<file path="config.mk">
export PLATFORM = sky130hd
export DESIGN_NAME = idli_ex
export DESIGN_NICKNAME = d
export VERILOG_FILES = /design/src/logic/idli_pkg.sv /design/src/logic/idli_decode.sv /design/src/logic/idli_ex_ctl.sv /design/src/logic/idli_rf.sv /design/src/logic/idli_alu.sv /design/src/logic/idli_pins.sv /design/src/logic/idli_ex.sv
export VERILOG_INCLUDE_DIRS = /design/src /design/src/include
export SDC_FILE = /design/constraint.sdc
export NUM_CORES = 1
export LEC_CHECK = 0
export BUFFER_PORTS_ARGS = -buffer_cell sky130_fd_sc_hd__buf_4
export CAP_MARGIN = 10
export CORE_ASPECT_RATIO = 0.8
export CORE_UTILIZATION = 35
export CTS_CLUSTER_DIAMETER = 40
export DETAILED_ROUTE_END_ITERATION = 8
export SETUP_SLACK_MARGIN = 0.15
export SYNTH_ARGS = -nofsm -noshare
export SYNTH_HDL_FRONTEND = slang
export SYNTH_SLANG_ARGS = --single-unit
</file>
<file path="constraint.sdc">
create_clock -name i_ex_gck -period 4 [get_ports i_ex_gck]
set_input_delay 0.4 -clock i_ex_gck [delete_from_list [all_inputs] [get_ports i_ex_gck]]
set_output_delay 0.4 -clock i_ex_gck [all_outputs]
set_load 0.1 [all_outputs]
</file>
<file path="src/include/idli_macros.svh">
`ifndef IDLI_MACROS_SVH
`define IDLI_MACROS_SVH

// Width of a full operand in bits.
// Every register holds one operand of this size.
`define IDLI_DATA_W 16

// Width of one slice in bits.
// An operand is processed one slice per cycle, so the operand width divided
// by the slice width gives the number of cycles in an execution slot.
`define IDLI_SLICE_W 4

// Number of architectural registers.
// Register 0 always reads as zero.
`define IDLI_NUM_REGS 16

// Width of the conditional execution mask.
`define IDLI_COND_W 8

// Number of single bit IO pins in each direction.
`define IDLI_NUM_PINS 4

`endif

</file>
<file path="src/logic/idli_pkg.sv">
`default_nettype none

`include "idli_macros.svh"

package idli_pkg;

  // Basic data types.
  typedef logic [`IDLI_SLICE_W-1:0]                          slice_t;
  typedef logic [`IDLI_DATA_W-1:0]                           data_t;
  typedef logic [$clog2(`IDLI_NUM_REGS)-1:0]                 reg_t;
  typedef logic [$clog2(`IDLI_DATA_W/`IDLI_SLICE_W)-1:0]     ctr_t;
  typedef logic [`IDLI_COND_W-1:0]                           cond_t;
  typedef logic [`IDLI_NUM_PINS-1:0]                         pins_t;

  // Opcodes as held in bits 15 to 12 of an encoding.
  // The values are fixed so that encodings can be written by hand.
  typedef enum logic [3:0] {
    OP_ADD     = 4'h0,
    OP_SUB     = 4'h1,
    OP_AND     = 4'h2,
    OP_OR      = 4'h3,
    OP_XOR     = 4'h4,
    OP_LDI     = 4'h5,
    OP_EQ      = 4'h6,
    OP_NE      = 4'h7,
    OP_LT      = 4'h8,
    OP_LTU     = 4'h9,
    OP_GE      = 4'ha,
    OP_GEU     = 4'hb,
    OP_COND    = 4'hc,
    OP_PIN_IN  = 4'hd,
    OP_PIN_OUT = 4'he,
    OP_NOP     = 4'hf
  } op_t;

  // Decoded instruction fields.
  // The sub flag also sets the carry in of the first slice.
  typedef struct packed {
    op_t              op;
    reg_t             dst;
    reg_t             lhs;
    reg_t             rhs;
    logic [7:0]       imm;
    logic             vld;
    logic             wr_reg;
    logic             wr_pred;
    logic             sub;
  } dec_t;

  // ALU flags, only complete on the final slice.
  typedef struct packed {
    logic z;
    logic n;
    logic c;
    logic v;
  } flags_t;

  // One slice of register write back.
  typedef struct packed {
    logic   en;
    reg_t   dst;
    slice_t slice;
  } wb_t;

endpackage

`default_nettype wire

</file>
<file path="src/logic/idli_decode.sv">
`default_nettype none

// Instruction decoder.
// The encoding is captured at the end of the sampling slot and held for the
// four cycles in which the instruction executes.
module idli_decode import idli_pkg::*; (
  // Clock and reset.
  input  var logic  i_de_gck,
  input  var logic  i_de_rst_n,

  // Slot position and the encoding presented for sampling.
  input  var ctr_t  i_de_ctr,
  input  var data_t i_de_enc,
  input  var logic  i_de_enc_vld,

  // Decoded fields of the held instruction.
  output var dec_t  o_de_dec
);

  // Captured encoding and its valid bit.
  data_t enc_q;
  logic  vld_q;

  // Opcode field of the captured encoding.
  op_t   op;

  // The valid bit says whether the held encoding is an instruction at all.
  always_ff @(posedge i_de_gck, negedge i_de_rst_n) begin
    if (!i_de_rst_n) begin
      vld_q <= 1'b0;
    end else if (&i_de_ctr) begin
      vld_q <= i_de_enc_vld;
    end
  end

  // The encoding stays put for the whole execution slot.
  always_ff @(posedge i_de_gck) begin
    if (&i_de_ctr) begin
      enc_q <= i_de_enc;
    end
  end

  always_comb op = op_t'(enc_q[15:12]);

  // Split the encoding into fields and derive the control flags.
  // Register fields are passed through even for operations that ignore them.
  always_comb begin
    o_de_dec         = '0;
    o_de_dec.op      = op;
    o_de_dec.dst     = enc_q[11:8];
    o_de_dec.lhs     = enc_q[7:4];
    o_de_dec.rhs     = enc_q[3:0];
    o_de_dec.imm     = enc_q[7:0];
    o_de_dec.vld     = vld_q;

    case (op)
      OP_ADD, OP_AND, OP_OR, OP_XOR, OP_LDI, OP_PIN_IN: begin
        o_de_dec.wr_reg = 1'b1;
      end
      OP_SUB: begin
        o_de_dec.wr_reg = 1'b1;
        o_de_dec.sub    = 1'b1;
      end
      OP_EQ, OP_NE, OP_LT, OP_LTU, OP_GE, OP_GEU: begin
        // Compares subtract and only keep the flags.
        o_de_dec.wr_pred = 1'b1;
        o_de_dec.sub     = 1'b1;
      end
      default: begin
        // COND, PIN_OUT and NOP write neither a register nor P.
        o_de_dec.wr_reg  = 1'b0;
      end
    endcase
  end

  // A valid encoding must be fully known when it is captured.
  a_de_enc_known: assert property (@(posedge i_de_gck) disable iff (!i_de_rst_n)
    &i_de_ctr && i_de_enc_vld |-> !$isunknown(i_de_enc));

endmodule

`default_nettype wire

</file>
<file path="src/logic/idli_ex_ctl.sv">
`default_nettype none

`include "idli_macros.svh"

// Execute control.
// Runs the slot counter, holds P and the condition mask, decides whether the
// held instruction runs and builds the register write back.
module idli_ex_ctl import idli_pkg::*; (
  // Clock and reset.
  input  var logic   i_ex_gck,
  input  var logic   i_ex_rst_n,

  // Decoded instruction and datapath results.
  input  var dec_t   i_ctl_dec,
  input  var flags_t i_ctl_flags,
  input  var slice_t i_ctl_alu_slice,
  input  var slice_t i_ctl_pin_slice,

  // Slot position and status.
  output var ctr_t   o_ctl_ctr,
  output var logic   o_ctl_slot,
  output var logic   o_ctl_run,

  // Register write back and predicate.
  output var wb_t    o_ctl_wb,
  output var logic   o_ctl_pred
);

  // Slot counter.
  ctr_t  ctr_q;
  logic  last;

  // Conditional execution mask and predicate.
  cond_t mask_q;
  logic  pred_q;
  logic  pred_d;
  logic  skip;

  // The counter free runs from reset and wraps every four cycles.
  always_ff @(posedge i_ex_gck, negedge i_ex_rst_n) begin
    if (!i_ex_rst_n) begin
      ctr_q <= '0;
    end else begin
      ctr_q <= ctr_q + 1'b1;
    end
  end

  // Final cycle of the slot, where state updates and the next encoding is taken.
  always_comb last = &ctr_q;

  // The mask only takes effect while any bit above the LSB is set.
  // Bit 0 then says whether to run when P is true or when P is false.
  always_comb begin
    if (~|mask_q[`IDLI_COND_W-1:1]) begin
      skip = 1'b0;
    end else begin
      skip = mask_q[0] ? !pred_q : pred_q;
    end
  end

  always_comb o_ctl_run = i_ctl_dec.vld && !skip;

  // Every valid instruction consumes one mask bit, skipped or not.
  // A COND that runs replaces the mask with its immediate.
  always_ff @(posedge i_ex_gck, negedge i_ex_rst_n) begin
    if (!i_ex_rst_n) begin
      mask_q <= '0;
    end else if (last && i_ctl_dec.vld) begin
      if (o_ctl_run && i_ctl_dec.op == OP_COND) begin
        mask_q <= i_ctl_dec.imm;
      end else begin
        mask_q <= mask_q >> 1;
      end
    end
  end

  // Compare result from the flags of the final slice.
  // NE is the only compare left for the default arm.
  always_comb begin
    case (i_ctl_dec.op)
      OP_EQ:   pred_d = i_ctl_flags.z;
      OP_LT:   pred_d = i_ctl_flags.n != i_ctl_flags.v;
      OP_GE:   pred_d = i_ctl_flags.n == i_ctl_flags.v;
      OP_LTU:  pred_d = !i_ctl_flags.c;
      OP_GEU:  pred_d = i_ctl_flags.c;
      default: pred_d = !i_ctl_flags.z;
    endcase
  end

  always_ff @(posedge i_ex_gck, negedge i_ex_rst_n) begin
    if (!i_ex_rst_n) begin
      pred_q <= 1'b0;
    end else if (last && o_ctl_run && i_ctl_dec.wr_pred) begin
      pred_q <= pred_d;
    end
  end

  // Write back is active in all four cycles of a running instruction.
  always_comb begin
    o_ctl_wb.en    = o_ctl_run && i_ctl_dec.wr_reg;
    o_ctl_wb.dst   = i_ctl_dec.dst;
    o_ctl_wb.slice = i_ctl_dec.op == OP_PIN_IN ? i_ctl_pin_slice : i_ctl_alu_slice;
  end

  always_comb o_ctl_ctr  = ctr_q;
  always_comb o_ctl_slot = last;
  always_comb o_ctl_pred = pred_q;

  // A register write carries known data, so its source registers were written before.
  a_ctl_wb_known: assert property (@(posedge i_ex_gck) disable iff (!i_ex_rst_n)
    o_ctl_wb.en |-> !$isunknown(o_ctl_wb.slice));

endmodule

`default_nettype wire

</file>
<file path="src/logic/idli_rf.sv">
`default_nettype none

`include "idli_macros.svh"

// Slice serial register file.
// Both read ports and the write port address the slice picked by the counter.
module idli_rf import idli_pkg::*; (
  input  var logic   i_rf_gck,

  // Slice position within the slot.
  input  var ctr_t   i_rf_ctr,

  // Read addresses.
  input  var reg_t   i_rf_lhs,
  input  var reg_t   i_rf_rhs,

  // Write back slice.
  input  var wb_t    i_rf_wb,

  // Read data for the current slice.
  output var slice_t o_rf_lhs_slice,
  output var slice_t o_rf_rhs_slice
);

  // Register storage, one full operand per register.
  data_t regs_q [`IDLI_NUM_REGS];

  // Register 0 is hard wired to zero so writes to it are dropped.
  logic  wr_en;

  always_comb wr_en   = i_rf_wb.en && i_rf_wb.dst != '0;

  always_ff @(posedge i_rf_gck) begin
    if (wr_en) begin
      regs_q[i_rf_wb.dst][i_rf_ctr*`IDLI_SLICE_W +: `IDLI_SLICE_W] <= i_rf_wb.slice;
    end
  end

  // Reads of register 0 return zero whatever the array holds.
  always_comb begin
    if (i_rf_lhs == '0) begin
      o_rf_lhs_slice = '0;
    end else begin
      o_rf_lhs_slice = regs_q[i_rf_lhs][i_rf_ctr*`IDLI_SLICE_W +: `IDLI_SLICE_W];
    end
  end

  always_comb begin
    if (i_rf_rhs == '0) begin
      o_rf_rhs_slice = '0;
    end else begin
      o_rf_rhs_slice = regs_q[i_rf_rhs][i_rf_ctr*`IDLI_SLICE_W +: `IDLI_SLICE_W];
    end
  end

  // A register is written whole, so a write continues into the next slice of
  // the same register until the last slice of the slot.
  a_rf_whole_write: assert property (@(posedge i_rf_gck)
    wr_en && !(&i_rf_ctr) |=> wr_en && i_rf_wb.dst == $past(i_rf_wb.dst));

endmodule

`default_nettype wire

</file>
<file path="src/logic/idli_alu.sv">
`default_nettype none

`include "idli_macros.svh"

// Slice serial ALU.
// The carry is saved between slices so four cycles form one full width add.
module idli_alu import idli_pkg::*; (
  input  var logic   i_alu_gck,

  // Slice position and decoded instruction.
  input  var ctr_t   i_alu_ctr,
  input  var dec_t   i_alu_dec,

  // Operand slices from the register file.
  input  var slice_t i_alu_lhs,
  input  var slice_t i_alu_rhs,

  // Result slice and flags.
  output var slice_t o_alu_out,
  output var flags_t o_alu_flags
);

  // Adder operands and result, including the carry out as the top bit.
  slice_t                 rhs_eff;
  logic                   cin;
  logic [`IDLI_SLICE_W:0] add_full;
  slice_t                 sum;

  // Carry and zero state carried from one slice to the next.
  logic   carry_q;
  logic   zero_q;
  logic   zero;

  // Zero extended immediate and its slice for this cycle.
  data_t  imm_ext;
  slice_t imm_slice;

  // Subtraction is lhs plus the inverse of rhs plus one.
  always_comb rhs_eff = i_alu_dec.sub ? ~i_alu_rhs : i_alu_rhs;

  // The first slice takes its carry from the opcode.
  always_comb cin = ~|i_alu_ctr ? i_alu_dec.sub : carry_q;

  always_comb add_full = {1'b0, i_alu_lhs} + {1'b0, rhs_eff}
                       + {{`IDLI_SLICE_W{1'b0}}, cin};
  always_comb sum      = add_full[`IDLI_SLICE_W-1:0];

  always_comb imm_ext   = data_t'(i_alu_dec.imm);
  always_comb imm_slice = imm_ext[i_alu_ctr*`IDLI_SLICE_W +: `IDLI_SLICE_W];

  // Logic operations bypass the adder, everything else uses the sum.
  always_comb begin
    case (i_alu_dec.op)
      OP_AND:  o_alu_out = i_alu_lhs & i_alu_rhs;
      OP_OR:   o_alu_out = i_alu_lhs | i_alu_rhs;
      OP_XOR:  o_alu_out = i_alu_lhs ^ i_alu_rhs;
      OP_LDI:  o_alu_out = imm_slice;
      default: o_alu_out = sum;
    endcase
  end

  // The result is zero only if every slice so far was zero.
  always_comb zero = ~|o_alu_out && (~|i_alu_ctr || zero_q);

  always_ff @(posedge i_alu_gck) begin
    carry_q <= add_full[`IDLI_SLICE_W];
    zero_q  <= zero;
  end

  // N, C and V are only meaningful on the final slice.
  always_comb begin
    o_alu_flags.z = zero;
    o_alu_flags.n = sum[`IDLI_SLICE_W-1];
    o_alu_flags.c = add_full[`IDLI_SLICE_W];
    o_alu_flags.v = (i_alu_lhs[`IDLI_SLICE_W-1] == rhs_eff[`IDLI_SLICE_W-1])
                 && (sum[`IDLI_SLICE_W-1] != i_alu_lhs[`IDLI_SLICE_W-1]);
  end

endmodule

`default_nettype wire

</file>
<file path="src/logic/idli_pins.sv">
`default_nettype none

`include "idli_macros.svh"

// Single bit IO pins.
module idli_pins import idli_pkg::*; (
  // Clock and reset.
  input  var logic   i_pin_gck,
  input  var logic   i_pin_rst_n,

  // Slot position, held instruction and whether it runs.
  input  var ctr_t   i_pin_ctr,
  input  var dec_t   i_pin_dec,
  input  var logic   i_pin_run,

  // Source register slice for PIN_OUT.
  input  var slice_t i_pin_lhs,

  // Pin read data and the pins themselves.
  input  var pins_t  i_pin_io,
  output var slice_t o_pin_slice,
  output var pins_t  o_pin_io
);

  localparam int PIN_IDX_W = $clog2(`IDLI_NUM_PINS);

  // Pin index taken from the low bits of the rhs field.
  logic [PIN_IDX_W-1:0] pin_idx;

  // Sampled inputs and driven outputs.
  pins_t in_q;
  pins_t out_q;

  always_comb pin_idx = i_pin_dec.rhs[PIN_IDX_W-1:0];

  // Inputs are sampled every cycle.
  always_ff @(posedge i_pin_gck) begin
    in_q <= i_pin_io;
  end

  // The pin value lands in bit 0 of the lowest slice, the upper slices are zero.
  always_comb o_pin_slice = ~|i_pin_ctr ? slice_t'(in_q[pin_idx]) : '0;

  // On the first slice the lhs slice holds register bit 0.
  always_ff @(posedge i_pin_gck, negedge i_pin_rst_n) begin
    if (!i_pin_rst_n) begin
      out_q <= '0;
    end else if (i_pin_run && i_pin_dec.op == OP_PIN_OUT && ~|i_pin_ctr) begin
      out_q[pin_idx] <= i_pin_lhs[0];
    end
  end

  always_comb o_pin_io = out_q;

endmodule

`default_nettype wire

</file>
<file path="src/logic/idli_ex.sv">
`default_nettype none

// Nibble serial execute stage.
module idli_ex import idli_pkg::*; (
  // Clock and reset.
  input  var logic  i_ex_gck,
  input  var logic  i_ex_rst_n,

  // Encoding sampled in the last cycle of each slot.
  input  var data_t i_ex_enc,
  input  var logic  i_ex_enc_vld,
  output var logic  o_ex_slot,

  // Register write back and predicate, visible for checking.
  output var wb_t   o_ex_wb,
  output var logic  o_ex_pred,

  // IO pins.
  input  var pins_t i_ex_io_pins,
  output var pins_t o_ex_io_pins
);

  // Slot position and held instruction.
  ctr_t   ctr;
  dec_t   dec;
  logic   run;

  // Datapath slices and flags.
  slice_t lhs_slice;
  slice_t rhs_slice;
  slice_t alu_slice;
  slice_t pin_slice;
  flags_t flags;

  // Register write back, also driven out of the stage.
  wb_t    rf_wb;

  idli_ex_ctl ctl_u (
    .i_ex_gck        (i_ex_gck),
    .i_ex_rst_n      (i_ex_rst_n),
    .i_ctl_dec       (dec),
    .i_ctl_flags     (flags),
    .i_ctl_alu_slice (alu_slice),
    .i_ctl_pin_slice (pin_slice),
    .o_ctl_ctr       (ctr),
    .o_ctl_slot      (o_ex_slot),
    .o_ctl_run       (run),
    .o_ctl_wb        (rf_wb),
    .o_ctl_pred      (o_ex_pred)
  );

  idli_decode decode_u (
    .i_de_gck     (i_ex_gck),
    .i_de_rst_n   (i_ex_rst_n),
    .i_de_ctr     (ctr),
    .i_de_enc     (i_ex_enc),
    .i_de_enc_vld (i_ex_enc_vld),
    .o_de_dec     (dec)
  );

  idli_rf rf_u (
    .i_rf_gck       (i_ex_gck),
    .i_rf_ctr       (ctr),
    .i_rf_lhs       (dec.lhs),
    .i_rf_rhs       (dec.rhs),
    .i_rf_wb        (rf_wb),
    .o_rf_lhs_slice (lhs_slice),
    .o_rf_rhs_slice (rhs_slice)
  );

  idli_alu alu_u (
    .i_alu_gck   (i_ex_gck),
    .i_alu_ctr   (ctr),
    .i_alu_dec   (dec),
    .i_alu_lhs   (lhs_slice),
    .i_alu_rhs   (rhs_slice),
    .o_alu_out   (alu_slice),
    .o_alu_flags (flags)
  );

  idli_pins pins_u (
    .i_pin_gck   (i_ex_gck),
    .i_pin_rst_n (i_ex_rst_n),
    .i_pin_ctr   (ctr),
    .i_pin_dec   (dec),
    .i_pin_run   (run),
    .i_pin_lhs   (lhs_slice),
    .i_pin_io    (i_ex_io_pins),
    .o_pin_slice (pin_slice),
    .o_pin_io    (o_ex_io_pins)
  );

  assign o_ex_wb = rf_wb;

endmodule

`default_nettype wire

</file>
==> metrics list <==
* Most numerous cell types in the synthesized netlist: 272 x edfxtp_1, 149 x mux4_2, 92 x nor2_1, 50 x nand2_1, 25 x clkbuf_1
- Cell chosen for the clock root: clkbuf_16
- Counting flops with an async set or reset pin after synthesis yields a share of ~5.3%.
- In this run the tightest slew margin relative to its limit is between 50% and 60%.
- HPWL reported at the end of detailed placement: about 29000 um
* Initial drt markers: just over 900
- Largest net degree at the start of global routing: 29
- The flow ran to the end, but the final reports show violations.
- Number of warnings reported in the yosys synthesis log: 0
- Synthesis handed over a netlist of 871 instances.
- Across the run, the number of max-cap violations was 0.
* Leading post-synthesis cells by cell area: edfxtp_1 55%, mux4_2 23%, dfrtp_1 2.7%, nor2_1 2.3%, dfxtp_1 1.9%
- Time the worst path needs with I/O delays and setup: 4740 ps
- Number of hold-slack violations in the final timing report: 0
- After layout, the worst setup slack is -735 ps.
- Yosys mapped a number of flops with a built-in enable equal to approximately 270.
* Flop-to-flop setup slack: -340 ps
- I/O pin total: 38
* Arrival time at the worst endpoint: approximately 4300 ps
* Sort of element at the start of the critical path: flip-flop
- Register clock-pin slew on the reported worst setup and hold paths: ~60 ps
* Ratio of cells with drive above 1 in the final layout: about 45%
- Most frequently used flop master after synthesis: edfxtp_1
- Overall fraction of global-route tracks in use: between 10% and 20%
- Number of placement rows: 67
- Count of inserted antenna diode cells: 0
- Dividing total power by cell area gives a power density of 434 nW/um2.
* Max Buffers Root-to-Sink: 3
- After detailed routing, the number of remaining DRC violations is 0.
* Proportion of synthesized chip area in sequential cells: roughly three fifths
- Number of max-slew violations in the final report: 0
- The worst-case IR drop observed on VDD is 0.307 mV.
- The routed layout has between 9000 and 10000 vias.
- The first global-routing pass estimated ~60000 um of wire.
- The startpoint identified for the worst hold timing path is i_ex_enc[13].
* Capture point of the worst reg-to-reg path: rf_u.regs_q[10][5]
* Number of antenna violations at the first check in global routing: 0
- Final routed wire length divided by cell count: 25.0 um
- edfxtp_1 is the most common cell in the netlist.
* Number of distinct library cells after synthesis: 61
- In this run the worst path has a maximum fanout of 7.
- The path class of the tightest hold or removal check is in -> reg.
- The floorplan step set the die height to roughly 190 um.
- Area occupied by multi-input gates: between 5000 and 6000 um2
* CP Class: reg -> out
- Most area-hungry cell type in the Yosys netlist: edfxtp_1
- Of the available clock period, the critical path in the final layout requires 118%.
* Number of global-route vias before repair: 9338
- Violated checks: setup timing
* Post-Syn Area per Cell: between 15 and 20 um2
- For this run the aggregate overflow at the end of global routing stands at 0.
- TritonCTS buffer count: 39
- CTS saw between 300 and 400 sinks.
- For the pin with the worst max-slew slack, the measured transition is around 600 ps.
* Final Wtd Congestion: about 0.94
* Post-synthesis instance area: around 15000 um2
* Antenna viol nets, final: 0
- Setup Viol. Count Final: about 260
* Synthesis-stage register bit count: around 300
* Endpoint of the worst hold path: decode_u.enc_q[13]
- Standby leakage power: 6.77 nW
- Unrepaired setup endpoints after global routing: yes
- At the worst endpoint, the required time is 3600 ps.
* Layout Skew: between 20 and 30 ps
- Area share of the leading cell type in the synthesized netlist: a little over half
- Growth of design area from synthesis to finish: 29.0%
* FF/Latch Area: 8860 um2
- Number of nets at the end of the flow: approximately 1100
- Clock latency of the later-clocked register in the worst-skew pair: around 550 ps
- Counting the fill cells in the layout gives about 3600.
* Pre-Repair DR Iteration Count: 7
* Number of cells on the worst reg-to-reg path: 16
- Achievable clock frequency: around 0.21 GHz
- Worst hold path depth: 1
* Cell area reported after detailed placement: between 15000 and 20000 um2
- STA classifies the critical path endpoint as an output pin.
- DRT Wirelength: ~41000 um
* CTS HTree Levels: 2
- Horizontal die dimension: 232 um
- The die covers roughly 43000 um2.
- After floorplanning, the core was sized to cover about 42000 um2.
- Area of all placed cells without fillers: 19200 um2
- The count of buffers added on input and output ports is 37.
- Worst slack after detailed placement: -661 ps
- Starting utilization of the core area: between 30% and 40%
- CTS tree: yes
* Via count normalized by instance count: 5.59
-- cells in the final DEF (no fill, tap or decap), types with 15 or more instances in the layout --
cell type / synthesis / routed
ha_1: 17 / 16
mux4_2: 149 / 149
mux2i_1: 21 / 20
buf_12: 1 / 34
edfxtp_1: 272 / 272
buf_4: 10 / 131
dfrtp_1: 16 / 16
nor2_1: 92 / 75
nor2_4: 0 / 15
clkbuf_16: 0 / 42
nand3_1: 19 / 19
buf_6: 4 / 23
nand2_1: 50 / 45
conb_1: 1 / 16
-- stage by stage --
step	util [%]	TNS (ps)	std cells	power, mW	hold slack [ps]
6_report	45.8	-38800	1653	8.32	41.3
5_1_grt	45.8	-61680	1653	8.57	24.5
4_1_cts	45.0	-24570	1637	8.28	24.2
3_5_place_dp	39.9	-93420	1534	4.46	285
3_3_place_gp	39.9	-87650	1534	4.46	285
2_1_floorplan	-	-64.0	886	4.14	104
-- power breakdown --
group          switching (mW)  internal (mW)  total [mW]
combinational           0.579          0.589        1.17
sequential             0.0251           3.49        3.51
clock                    1.44           2.19        3.64
-- cell type report --
| class | instances | share of cell area (%) |
|---|---|---|
| Timing Repair Buffer | 203 | 11.4 |
| Inverter | 20 | 0.450 |
| Clock inverter | 25 | 1.64 |
| Clock buffer | 46 | 5.45 |
| Multi-Input combinational cell | 505 | 31.2 |
| Tap cell | 552 | 3.60 |
| Sequential cell | 302 | 46.2 |
-- sequential cells by signal (all words and copies together), names as in the netlist, named ones only --
| register | count |
|---|---|
| rf_u.regs_q | 256 |
| decode_u.enc_q | 16 |
| ctl_u.mask_q | 8 |
| pins_u.in_q | 4 |
| pins_u.o_pin_io | 4 |
| ctl_u.o_ctl_ctr | 2 |
| alu_u.carry_q | 1 |
| alu_u.zero_q | 1 |
| ctl_u.o_ctl_pred | 1 |
| decode_u.vld_q | 1 |
-- metal layers --
layer	vias up	track usage [%]	wire, um
li1	3932	-	-
met1	4835	27.8	17800
met2	411	28.5	18900
met3	61	5.21	3880
met4	0	4.68	812
met5	-	0	0
-- worst max-delay path by stage --
stage	end	start
after floorplan	o_ex_wb[2]	flip-flop
after global placement	rf_u.regs_q[15][15]	flip-flop
after detailed placement	rf_u.regs_q[1][2]	flip-flop
after CTS	o_ex_wb[1]	flip-flop
after global routing	o_ex_wb[3]	flip-flop
final	o_ex_wb[3]	flip-flop
-- critical path, cell delays in order (launching register included) --
cell and delay [ps]:
dfxtp_4 390, buf_6 110, buf_12 100, buf_16 130
buf_6 100, mux4_2 490, mux4_2 510, a22oi_2 180
buf_4 170, nand2_4 80, xor2_4 200, ha_1 270
a21o_1 180, mux2i_1 130, o32ai_2 260, or2_4 220
clkinvlp_4 100, buf_12 170
-- repair_timing --
action	4_1_cts	5_1_grt
cloned	4	5
pin swaps	22	7
endpoints found under the hold margin	20	0
resized for setup	71	48
buffers inserted	23	11
endpoints found under the setup margin	262	262
hold buffers	5	0
-- kinds of logic (layout without fill, tap and decap cells) --
logic type | count (synthesis) | in the layout | share of synthesized area (%)
AO/OA/AOI/OAI | 60 | 60 | 3.02
XOR/XNOR | 7 | 7 | 0.412
adder cells (fa/ha/maj) | 19 | 19 | 1.70
buffers and inverters | 79 | 294 | 2.65
flip-flops | 302 | 302 | 59.5
multiplexers | 191 | 191 | 26.2
other | 1 | 16 | 0.0252
AND/OR/NAND/NOR | 212 | 212 | 6.50
No activity file was read; power rests on OpenSTA's default activity.
